$ cat src/logic/rhPkg.sv
package rhPkg;

   // Device bus width
   localparam int DATA_W = 36;

   // Register addresses, address 3 reads as zero
   localparam logic [1:0] REG_CS1 = 2'd0;
   localparam logic [1:0] REG_CS2 = 2'd1;
   localparam logic [1:0] REG_DS  = 2'd2;

   // CS1 bit positions
   localparam int CS1_SC = 15, CS1_TRE = 14, CS1_CPE = 13, CS1_DVA = 11, CS1_PSEL = 10;
   localparam int CS1_BA_HI = 9, CS1_BA_LO = 8, CS1_RDY = 7, CS1_IE = 6;
   localparam int CS1_FUN_HI = 5, CS1_FUN_LO = 1, CS1_GO = 0;

   // CS2 bit positions
   localparam int CS2_DLT = 15, CS2_WCE = 14, CS2_UPE = 13, CS2_NED = 12, CS2_NEM = 11;
   localparam int CS2_PGE = 10, CS2_MXF = 9, CS2_DPE = 8, CS2_CLR = 5;
   localparam int CS2_UNIT_HI = 2, CS2_UNIT_LO = 0;

   // Drive status bit positions
   localparam int DS_ATA = 15, DS_ERR = 14, DS_DVA = 7, DS_BUSY = 0;

   // Drive function time in clocks
   localparam int DRIVE_BUSY_CYCLES = 8;
   localparam int BUSY_CNT_W = $clog2(DRIVE_BUSY_CYCLES + 1);

   // CS2 error flags, DLT at the top
   localparam int ERR_W = 8;

   // One write word, two register views
   typedef union packed {
      struct packed {
         logic       sc;
         logic       tre;
         logic       cpe;
         logic       rsvd12;
         logic       dva;
         logic       psel;
         logic [1:0] ba;
         logic       rdy;
         logic       ie;
         logic [4:0] fun;
         logic       go;
      } cs1;
      struct packed {
         logic [7:0] err;
         logic [1:0] rsvd7;
         logic       clr;
         logic [1:0] rsvd4;
         logic [2:0] unit;
      } cs2;
   } rhWriteWord;

endpackage

$ cat src/logic/rhController.sv
module rhController (
   input  logic                     clk,
   input  logic                     rst,
   input  logic                     devReset,
   input  logic                     devWrite,
   input  logic [1:0]               devAddr,
   input  logic                     devLoByte,
   input  logic                     devHiByte,
   input  logic [0:rhPkg::DATA_W-1] devDataI,
   input  logic [rhPkg::ERR_W-1:0]  errSet,
   input  logic                     driveFault,
   input  logic                     driveOnline,
   input  logic                     iack,
   output logic [0:rhPkg::DATA_W-1] devDataO,
   output logic                     intReq
);
   import rhPkg::*;

   logic [DATA_W-1:0] dataLe;
   logic [DATA_W-1:0] rdLe;
   rhWriteWord        wrData;
   logic              cs1Write, cs2Write;
   logic              rhClr, goWrite, startOk;
   logic [ERR_W-1:0]  errFlags;
   logic              cs1Rdy, cs1Ie, cs1Sc;
   logic [15:0]       cs1Word, cs2Word, dsWord, rdWord;
   logic              rpGo, rpAta, rpErr, rpDva;
   logic [4:0]        rpFun;
   logic [1:0]        baExt;

   ///////////////////////////////
   // Write decode
   ///////////////////////////////

   // Bus bit 0 is the MSB, flip to bit 35
   assign dataLe   = devDataI;
   assign wrData   = dataLe[15:0];
   assign cs1Write = devWrite & (devAddr == REG_CS1);
   assign cs2Write = devWrite & (devAddr == REG_CS2);

   // Bus address bits 17:16, held only while idle
   always_ff @(posedge clk or posedge rst)
   begin
      if (rst)
         baExt <= 2'd0;
      else if (devReset | rhClr)
         baExt <= 2'd0;
      else if (cs1Write & devHiByte & cs1Rdy)
         baExt <= wrData.cs1.ba;
   end

   rhCs1 uCs1 (.clk, .rst, .devReset, .rhClr, .cs1Write, .loByte(devLoByte),
      .hiByte(devHiByte), .wrData, .errFlags, .iack, .rpAta, .rpErr, .rpDva, .rpGo,
      .rpFun, .baExt, .goWrite, .cs1Rdy, .cs1Ie, .cs1Sc, .cs1Word);

   rhCs2 uCs2 (.clk, .rst, .devReset, .cs2Write, .loByte(devLoByte), .hiByte(devHiByte),
      .wrData, .errSet, .goWrite, .rpGo, .rhClr, .errFlags, .startOk, .cs2Word);

   rpDrive uDrive (.clk, .rst, .devReset, .rhClr, .goWrite, .startOk, .wrData,
      .driveFault, .driveOnline, .rpGo, .rpAta, .rpErr, .rpDva, .rpFun);

   rhIntr uIntr (.clk, .rst, .devReset, .rhClr, .cs1Write, .loByte(devLoByte), .wrData,
      .cs1Rdy, .cs1Ie, .iack, .intReq);

   ///////////////////////////////
   // Read path
   ///////////////////////////////

   // Drive 0 status
   always_comb
   begin
      dsWord          = '0;
      dsWord[DS_ATA]  = rpAta;
      dsWord[DS_ERR]  = rpErr;
      dsWord[DS_DVA]  = rpDva;
      dsWord[DS_BUSY] = rpGo;
   end

   always_comb
   begin
      case (devAddr)
         REG_CS1: rdWord = cs1Word;
         REG_CS2: rdWord = cs2Word;
         REG_DS:  rdWord = dsWord;
         default: rdWord = 16'h0000;
      endcase
   end

   // Upper 20 bits zero, back to bus order
   assign rdLe     = {{(DATA_W - 16){1'b0}}, rdWord};
   assign devDataO = rdLe;

endmodule

$ cat src/logic/rhCs1.sv
module rhCs1 (
   input  logic                    clk,
   input  logic                    rst,
   input  logic                    devReset,
   input  logic                    rhClr,
   input  logic                    cs1Write,
   input  logic                    loByte,
   input  logic                    hiByte,
   input  rhPkg::rhWriteWord       wrData,
   input  logic [rhPkg::ERR_W-1:0] errFlags,
   input  logic                    iack,
   input  logic                    rpAta,
   input  logic                    rpErr,
   input  logic                    rpDva,
   input  logic                    rpGo,
   input  logic [4:0]              rpFun,
   input  logic [1:0]              baExt,
   output logic                    goWrite,
   output logic                    cs1Rdy,
   output logic                    cs1Ie,
   output logic                    cs1Sc,
   output logic [15:0]             cs1Word
);
   import rhPkg::*;

   logic treStat;
   logic treLast;
   logic tre;
   logic psel;

   // GO write is seen in the write cycle itself
   assign goWrite = cs1Write & loByte & wrData.cs1.go;

   ///////////////////////////////
   // Transfer error
   ///////////////////////////////

   // Any controller error or drive composite error
   assign treStat = (|errFlags) | rpErr;

   // TRE only on the rising edge, a held error sets it once
   always_ff @(posedge clk or posedge rst)
   begin
      if (rst)
      begin
         treLast <= 1'b0;
         tre     <= 1'b0;
      end
      else
      begin
         treLast <= treStat;
         if (devReset | rhClr | goWrite)
            tre <= 1'b0;
         else if (treStat & ~treLast)
            tre <= 1'b1;
      end
   end

   ///////////////////////////////
   // PSEL and IE
   ///////////////////////////////

   // PSEL frozen while a function runs
   always_ff @(posedge clk or posedge rst)
   begin
      if (rst)
      begin
         psel  <= 1'b0;
         cs1Ie <= 1'b0;
      end
      else
      begin
         if (devReset | rhClr)
            psel <= 1'b0;
         else if (cs1Write & hiByte & cs1Rdy)
            psel <= wrData.cs1.psel;
         // Acknowledge also drops the enable
         if (devReset | rhClr | iack)
            cs1Ie <= 1'b0;
         else if (cs1Write & loByte)
            cs1Ie <= wrData.cs1.ie;
      end
   end

   assign cs1Rdy = ~rpGo;
   assign cs1Sc  = tre | rpAta;

   // Read view of CS1
   always_comb
   begin
      cs1Word                        = '0;
      cs1Word[CS1_SC]                = cs1Sc;
      cs1Word[CS1_TRE]               = tre;
      // No Massbus control parity in this model
      cs1Word[CS1_CPE]               = 1'b0;
      cs1Word[CS1_DVA]               = rpDva;
      cs1Word[CS1_PSEL]              = psel;
      cs1Word[CS1_BA_HI:CS1_BA_LO]   = baExt;
      cs1Word[CS1_RDY]               = cs1Rdy;
      cs1Word[CS1_IE]                = cs1Ie;
      // FUN and GO come back from the drive
      cs1Word[CS1_FUN_HI:CS1_FUN_LO] = rpFun;
      cs1Word[CS1_GO]                = rpGo;
   end

endmodule

$ cat src/logic/rhCs2.sv
module rhCs2 (
   input  logic                    clk,
   input  logic                    rst,
   input  logic                    devReset,
   input  logic                    cs2Write,
   input  logic                    loByte,
   input  logic                    hiByte,
   input  rhPkg::rhWriteWord       wrData,
   input  logic [rhPkg::ERR_W-1:0] errSet,
   input  logic                    goWrite,
   input  logic                    rpGo,
   output logic                    rhClr,
   output logic [rhPkg::ERR_W-1:0] errFlags,
   output logic                    startOk,
   output logic [15:0]             cs2Word
);
   import rhPkg::*;

   logic [2:0]       unitSel;
   logic [ERR_W-1:0] setVec;

   // Controller clear pulse straight from the write
   assign rhClr = cs2Write & loByte & wrData.cs2.clr;

   // Only unit 0 exists, and only an idle drive takes a function
   assign startOk = goWrite & (unitSel == 3'd0) & ~rpGo;

   ///////////////////////////////
   // Error flags
   ///////////////////////////////

   // Strobes from the data path plus start rejections
   always_comb
   begin
      setVec = errSet;
      setVec[CS2_NED - CS2_DPE] = setVec[CS2_NED - CS2_DPE] | (goWrite & (unitSel != 3'd0));
      setVec[CS2_PGE - CS2_DPE] = setVec[CS2_PGE - CS2_DPE] | (goWrite & rpGo);
      // UPE and MXF can be forced from the high byte for diagnostics
      if (cs2Write & hiByte)
      begin
         setVec[CS2_UPE - CS2_DPE] = setVec[CS2_UPE - CS2_DPE] | wrData.cs2.err[CS2_UPE - CS2_DPE];
         setVec[CS2_MXF - CS2_DPE] = setVec[CS2_MXF - CS2_DPE] | wrData.cs2.err[CS2_MXF - CS2_DPE];
      end
   end

   // Sticky until clear or an accepted start
   always_ff @(posedge clk or posedge rst)
   begin
      if (rst)
         errFlags <= '0;
      else if (devReset | rhClr)
         errFlags <= '0;
      else if (startOk)
         errFlags <= setVec;
      else
         errFlags <= errFlags | setVec;
   end

   // Unit select, CLR wins over the written value
   always_ff @(posedge clk or posedge rst)
   begin
      if (rst)
         unitSel <= 3'd0;
      else if (devReset | rhClr)
         unitSel <= 3'd0;
      else if (cs2Write & loByte)
         unitSel <= wrData.cs2.unit;
   end

   // Read view of CS2
   always_comb
   begin
      cs2Word                          = '0;
      cs2Word[CS2_DLT]                 = errFlags[CS2_DLT - CS2_DPE];
      cs2Word[CS2_WCE]                 = errFlags[CS2_WCE - CS2_DPE];
      cs2Word[CS2_UPE]                 = errFlags[CS2_UPE - CS2_DPE];
      cs2Word[CS2_NED]                 = errFlags[CS2_NED - CS2_DPE];
      cs2Word[CS2_NEM]                 = errFlags[CS2_NEM - CS2_DPE];
      cs2Word[CS2_PGE]                 = errFlags[CS2_PGE - CS2_DPE];
      cs2Word[CS2_MXF]                 = errFlags[CS2_MXF - CS2_DPE];
      cs2Word[CS2_DPE]                 = errFlags[0];
      // CLR is a pulse and reads back as zero
      cs2Word[CS2_CLR]                 = 1'b0;
      cs2Word[CS2_UNIT_HI:CS2_UNIT_LO] = unitSel;
   end

endmodule

$ cat src/logic/rhIntr.sv
module rhIntr (
   input  logic              clk,
   input  logic              rst,
   input  logic              devReset,
   input  logic              rhClr,
   input  logic              cs1Write,
   input  logic              loByte,
   input  rhPkg::rhWriteWord wrData,
   input  logic              cs1Rdy,
   input  logic              cs1Ie,
   input  logic              iack,
   output logic              intReq
);
   import rhPkg::*;

   logic rdyLast;
   logic rdyRise;
   logic ieSetRdy;

   // Completion edge with interrupts on
   assign rdyRise  = cs1Rdy & ~rdyLast & cs1Ie;
   // Software enables IE on an idle controller
   assign ieSetRdy = cs1Write & loByte & wrData.cs1.ie & cs1Rdy;

   // Request held until acknowledged
   always_ff @(posedge clk or posedge rst)
   begin
      if (rst)
      begin
         rdyLast <= 1'b1;
         intReq  <= 1'b0;
      end
      else
      begin
         rdyLast <= cs1Rdy;
         if (devReset | rhClr | iack)
            intReq <= 1'b0;
         else if (rdyRise | ieSetRdy)
            intReq <= 1'b1;
      end
   end

endmodule

$ cat src/logic/rpDrive.sv
module rpDrive (
   input  logic              clk,
   input  logic              rst,
   input  logic              devReset,
   input  logic              rhClr,
   input  logic              goWrite,
   input  logic              startOk,
   input  rhPkg::rhWriteWord wrData,
   input  logic              driveFault,
   input  logic              driveOnline,
   output logic              rpGo,
   output logic              rpAta,
   output logic              rpErr,
   output logic              rpDva,
   output logic [4:0]        rpFun
);
   import rhPkg::*;

   logic [BUSY_CNT_W-1:0] busyCnt;
   logic                  start;

   assign start = goWrite & startOk;

   ///////////////////////////////
   // Function timer
   ///////////////////////////////

   // GO high for DRIVE_BUSY_CYCLES clocks, then attention
   always_ff @(posedge clk or posedge rst)
   begin
      if (rst)
      begin
         rpGo    <= 1'b0;
         rpAta   <= 1'b0;
         rpFun   <= 5'd0;
         busyCnt <= '0;
      end
      else if (devReset | rhClr)
      begin
         // Massbus init aborts the function
         rpGo    <= 1'b0;
         rpAta   <= 1'b0;
         busyCnt <= '0;
      end
      else if (start)
      begin
         rpFun   <= wrData.cs1.fun;
         rpGo    <= 1'b1;
         rpAta   <= 1'b0;
         busyCnt <= BUSY_CNT_W'(DRIVE_BUSY_CYCLES);
      end
      else if (rpGo)
      begin
         // Last busy cycle
         if (busyCnt == BUSY_CNT_W'(1))
         begin
            rpGo  <= 1'b0;
            rpAta <= 1'b1;
         end
         busyCnt <= busyCnt - BUSY_CNT_W'(1);
      end
   end

   // Composite error only from a drive that is there
   assign rpErr = driveFault & driveOnline;
   assign rpDva = driveOnline;

endmodule

$ cat config.mk
export PLATFORM = sky130hd
export DESIGN_NAME = rhController
export DESIGN_NICKNAME = d
export VERILOG_FILES = /design/src/logic/rhPkg.sv /design/src/logic/rhController.sv /design/src/logic/rhCs1.sv /design/src/logic/rhCs2.sv /design/src/logic/rhIntr.sv /design/src/logic/rpDrive.sv
export SDC_FILE = /design/constraint.sdc
export NUM_CORES = 1
export LEC_CHECK = 0
export BUFFER_PORTS_ARGS = -buffer_cell sky130_fd_sc_hd__buf_2
export CAP_MARGIN = 20
export CORE_AREA = 2 2 60 85
export DETAILED_ROUTE_END_ITERATION = 6
export DIE_AREA = 0 0 62 87
export PLACE_DENSITY_LB_ADDON = 0.25
export SYNTH_ARGS = -nofsm -noshare
export SYNTH_HDL_FRONTEND = slang
export SYNTH_SLANG_ARGS = --single-unit
$ cat constraint.sdc
create_clock -name clk -period 1.79 [get_ports clk]
set_input_delay 0.2685 -clock clk [delete_from_list [all_inputs] [get_ports clk]]
set_output_delay 0.2685 -clock clk [all_outputs]
set_load 0.05 [all_outputs]
Word level (Yosys, flattened, before mapping)
Cells that the tools add are included.
{"block": "classes", "add_sub_neg": 1, "n_mul": 0, "div_mod_pow": 0, "n_lt_le_gt_ge": 0, "n_eq_ne": 3, "shift": 0, "n_mux": 28, "bitwise_logic": 35, "reduce_logical": 13}
{"op": "$pmux 16 s3", "n": 1}
{"op": "$and 1x1->1", "n": 20}
{"op": "$mux 1", "n": 18}
{"op": "$mux 8", "n": 2}
{"op": "$mux 4", "n": 3}
{"op": "$or 1x1->1", "n": 10}
{"op": "$reduce_bool 2->1", "n": 5}
{"op": "$reduce_bool 3->1", "n": 3}
{"op": "$or 8x8->8", "n": 1}
{"op": "$reduce_or 8->1", "n": 1}
{"op": "$mux 3", "n": 2}
{"op": "$eq 4x1->1 const B", "n": 1}
{"op": "$mux 2", "n": 2}
{"op": "$not 1->1", "n": 4}
{"op": "$reduce_and 2->1", "n": 2}
{"op": "$sub 4x1->4 const B", "n": 1}
{"op": "$logic_not 3->1", "n": 1}
{"op": "$eq 2x1->1 const B", "n": 1}
{"op": "$eq 2x2->1 const B", "n": 1}
{"op": "$logic_not 2->1", "n": 1}
{"block": "word_totals", "reg_bits": 30, "latch_bits": 0, "ramBits": 0, "rom_bits": 0, "in_bits": 55, "output_inout_bits": 37, "word_cells": 93, "memories": 0}

Depth between registers and ports, before layout
{"block": "depth", "depth_word": 9, "depth_mapped": 5, "mapped_depth_nobuf": 4}

Cells and area by module
From an unflattened synthesis, not the netlist that was laid out.
{"block": "hier_totals", "hier_cells": 232, "area_unflattened_um2": 2128.3}
{"mod": "rhCs2", "n_inst": 1, "cells_per_inst": 67, "area_per_inst_um2": 605.6, "seq_area_each_um2": 275.3}
{"mod": "rhController", "n_inst": 1, "cells_per_inst": 75, "area_per_inst_um2": 564.3, "seq_area_each_um2": 50.0}
{"mod": "rpDrive", "n_inst": 1, "cells_per_inst": 43, "area_per_inst_um2": 523.0, "seq_area_each_um2": 275.3}
{"mod": "rhCs1", "n_inst": 1, "cells_per_inst": 38, "area_per_inst_um2": 340.3, "seq_area_each_um2": 100.1}
{"mod": "rhIntr", "n_inst": 1, "cells_per_inst": 9, "area_per_inst_um2": 95.1, "seq_area_each_um2": 51.3}

Least setup slack after synthesis
No wires, ideal clock.
{"block": "synth_timing", "path_kind": "input -> output", "start": "input devAddr[0]", "end": "output devDataO[21] in the netlist's numbering", "arrival_ns": 1.804, "required_ns": 1.521, "setup_slack_ns": -0.282, "stages": 3, "path_buffers": 2, "cell_sequence": "buf_2 -> buf_1 -> o21ai_0"}
{"block": "synth_between", "elab_chain_cells": 2, "elab_cells_between_ends": 4, "cone_classes": "eq/ne: 2; mux: 1; reduce/logical: 1"}
{"item": "start: declaration", "line_no": "rhController.sv:6", "source": "input logic [1:0] devAddr,"}
{"item": "$eq 2x2->1, or another cell as far along", "line_no": "rhController.sv:81", "source": "case (devAddr)"}
{"item": "$pmux 16 s3 (*)", "line_no": "rhController.sv:81"}
{"item": "end: declaration", "line_no": "rhController.sv:14", "source": "output logic [0:rhPkg::DATA_W-1] devDataO,"}
Mark *: on every way between the ends. The rest lies on a longest branch, timed or not.

Final worst setup path
{"block": "layout_timing", "start": "register uCs2.unitSel[2]", "end": "register uDrive.rpFun[3]"}
{"block": "layout_between", "elab_chain_cells": 5}
{"item": "start: declaration", "line_no": "rhCs2.sv:19", "source": "logic [2:0] unitSel;"}
{"item": "start signal: assignment", "line_no": "rhCs2.sv:67", "source": "unitSel <= wrData.cs2.unit;"}
{"item": "$logic_not 3->1", "line_no": "rhCs2.sv:26", "source": "assign startOk = goWrite & (unitSel == 3'd0) & ~rpGo;"}
{"item": "$and 1x1->1 (2 in a row)", "line_no": "rhCs2.sv:26"}
{"item": "$and 1x1->1", "line_no": "rpDrive.sv:22", "source": "assign start = goWrite & startOk;"}
{"item": "$reduce_and 2->1 (no line)"}
{"item": "end signal: assignment", "line_no": "rpDrive.sv:47", "source": "rpFun <= wrData.cs1.fun;"}
{"item": "end: declaration", "line_no": "rpDrive.sv:15", "source": "output logic [4:0] rpFun"}
No other way between the ends.
A chain may end at the register's enable or synchronous reset.

==> reports/results.ini <==
[timing]
finalSetupViolCount=0
final.hold.worst_slack_ns=0.05094
maxSlewViolCount=0
clock_skew_ns=0.003310
rsz0062_at_grt=no
fmax_mhz=584.0
hold_viol=0
min_period_ns=1.712
finalCritPeriodShare=0.9566

[worst_setup_path]
crit_family=compound AO/OA/AOI/OAI gates
start_kind=flop
cp_slowest_cell=a2111o_1
critical_path_required_ns=1.96
cp_cell_sequence=or3_1 -> a2111o_1 -> mux2_2
crit_fanout=4
path_class=reg -> reg
max_stage_delay_ns=0.46
crit_buf_inv=0
endpoint_kind=flop
critical_path_arrival_ns=1.88

[detailed_routing]
wl_per_cell_um=14.30
viasPerCell=5.116
drtIter0Drc=68
vias=1591
wl_mm=4.448
firstDrtPassIters=4
ant_nets=0
drcViolationCount=0

[finish]
fin_util=0.4701
syn2layout_area_growth_pct=22.35
final_cell_mix=buf_2, dfrtp_1, a21oi_1, conb_1, buf_4
drive_gt1_frac=0.3198
fin_area_sq_mm=0.002206
fillers=469
mostFrequentLayoutCell=buf_2
nets=303
diodes=0

[global_routing]
grt_max_degree=31
grt_pass1_vias=1508
grt_pass1_wl_mm=7.320
grt_usage=0.1829
antenna_found_initial=0
overflow=0

[yosys]
synth_area_sq_mm=0.001803
yosysSeqAreaShare=0.4171
async_flop_share=1.000
synth_cell_types=45
ys_warn_count=0
synth_area_leaders=dfrtp_1, buf_4, a21oi_1
synth_seq_cells=30
synth_top_area_frac=0.4025
yosysTopAreaCell=dfrtp_1
synth_edf_count=0
syn-instance-count=190
synth-main-ff-cell=dfrtp_1
avgSynthCellArea_sq_um=9.489

[placed_design]
gp_congestion=0.8505
hpwl_mm=3.387
portBuffers=46
dpl_cell_area_sq_mm=0.002086

[floorplan]
die_w_um=62
start_util=0.3843
die_h_um=87
fp-row-count=30
io_pins=92
die_area_sq_mm=0.005394
coreArea_sq_mm=0.004692

[power]
powerDensity_mw_per_mm2=772.3
ir_drop_v=0.0003297
leakage_nw=1.091

[cts]
clk_pin_slew_ns=0.06
numClockSinks=30
cts_tree=yes
h-tree-depth=2
clk_latency_ns=0.28
cts_hold_buf=0
cts_made_buffers=5
clk_path_buf_depth=2
clockRootBuffer=clkbuf_8

[worst_hold_path]
hold_path_class=in -> async

[run_status]
status=finished clean

[flow_run]
drv_cap=0

cell families (layout without fill, tap and decap cells):
kind of cell	after synthesis	in the layout	share of synthesized area
DFF	30	30	0.4171
and+or+nand+nor	51	51	0.1693
muxes	13	13	0.07564
other	1	20	0.002080
adders and majority gates	2	2	0.01388
buffers and inverters	41	79	0.1284
xor gates and xnor gates	1	1	0.004859
AOI/OAI and AO/OA	51	51	0.1888
Yosys cell counts, types with 2 or more instances:
cell,count
a21oi_1,20
a31oi_1,6
and2_1,7
buf_2,2
buf_4,20
clkbuf_1,8
dfrtp_1,29
ha_1,2
inv_1,10
mux2_2,5
mux2i_1,8
nand2_1,6
nand3_1,2
nand3b_1,4
nand4_1,3
nor2_1,10
nor2b_1,2
nor3_1,2
nor4_1,3
nor4b_1,2
o211a_1,2
o21ai_0,3
o311ai_0,2
o31ai_1,7
o41ai_1,3
or3_1,3
worst register-to-register path, delay by kind of cell (launching register included):
| kind | cells | cell delay [ns] |
|---|---|---|
| and+or+nand+nor | 1 | 0.44 |
| DFF | 1 | 0.40 |
| AOI/OAI and AO/OA | 1 | 0.46 |
| muxes | 1 | 0.30 |
flip-flops by register name (all words and copies together) (netlist names):
register / cells
uIntr.rdyLast: 1
uDrive.rpAta: 1
uDrive.rpGo: 1
uCs1.treLast: 1
uCs2.unitSel: 3
baExt: 2
uCs2.errFlags: 8
uCs1.cs1Ie: 1
uDrive.busyCnt: 4
uIntr.intReq: 1
uCs1.tre: 1
uDrive.rpFun: 5
uCs1.psel: 1
per-layer routing:
layer / vias up / global-route usage / wire (um)
met5: - / 0 / 0
met4: 0 / 0.06963 / 86
met3: 7 / 0.03566 / 174
met2: 43 / 0.2964 / 2335
met1: 777 / 0.2342 / 1852
li1: 764 / - / -
final cells by class:
class	count	area [sq um]	share of cell area
clock buffers	7	86.33	0.03914
clock inverters	1	5.005	0.002269
well taps	64	80.08	0.03630
flip-flops and latches	30	752.0	0.3409
inverters	10	41.29	0.01872
multi-input cells	138	895.9	0.4061
repair buffers	61	345.3	0.1566
what timing repair did:
item | 4_1_cts | 5_1_grt
setup buffers | 0 | 3
setup endpoints to repair | 0 | 1
gates resized for setup | 0 | 2
where the power goes:
part / switching (mW) / total [mW] / internal (mW) / leakage, nW
registers: 0.0263 / 0.748 / 0.721 / 0.393
logic: 0.281 / 0.396 / 0.115 / 0.649
clock network: 0.250 / 0.560 / 0.309 / 0.0482
total: 0.557 / 1.70 / 1.15 / 1.09
through the flow:
stage | power [mW] | worst slack (ns) | std cells | TNS [ns]
final | 1.704 | 0.07771 | 311 | 0
after global routing | 1.789 | 0.03820 | 311 | 0
after CTS | 1.717 | 0.05156 | 308 | 0
after detailed placement | 1.155 | 0.08362 | 300 | 0
after global placement | 1.151 | 0.09441 | 300 | 0
after floorplan | 1.075 | -0.06571 | 209 | -0.1932
path summary, 6_finish.rpt:
kind | depth (start not counted) | slack [ns] | start | end
min | 3 | 0.05 | rst | uCs2.errFlags[0]
max | 3 | 0.08 | uCs2.unitSel[2] | uDrive.rpFun[3]
max reg2reg | 3 | 0.08 | uCs2.unitSel[2] | uDrive.rpFun[3]
min reg2reg | 1 | 0.50 | uDrive.rpFun[3] | uDrive.rpFun[3]
max in group asynchronous | 3 | 1.42 | rst | uIntr.rdyLast
min in group clk | 2 | 0.16 | iack | uCs1.cs1Ie
(Power assumes the default switching activity.)
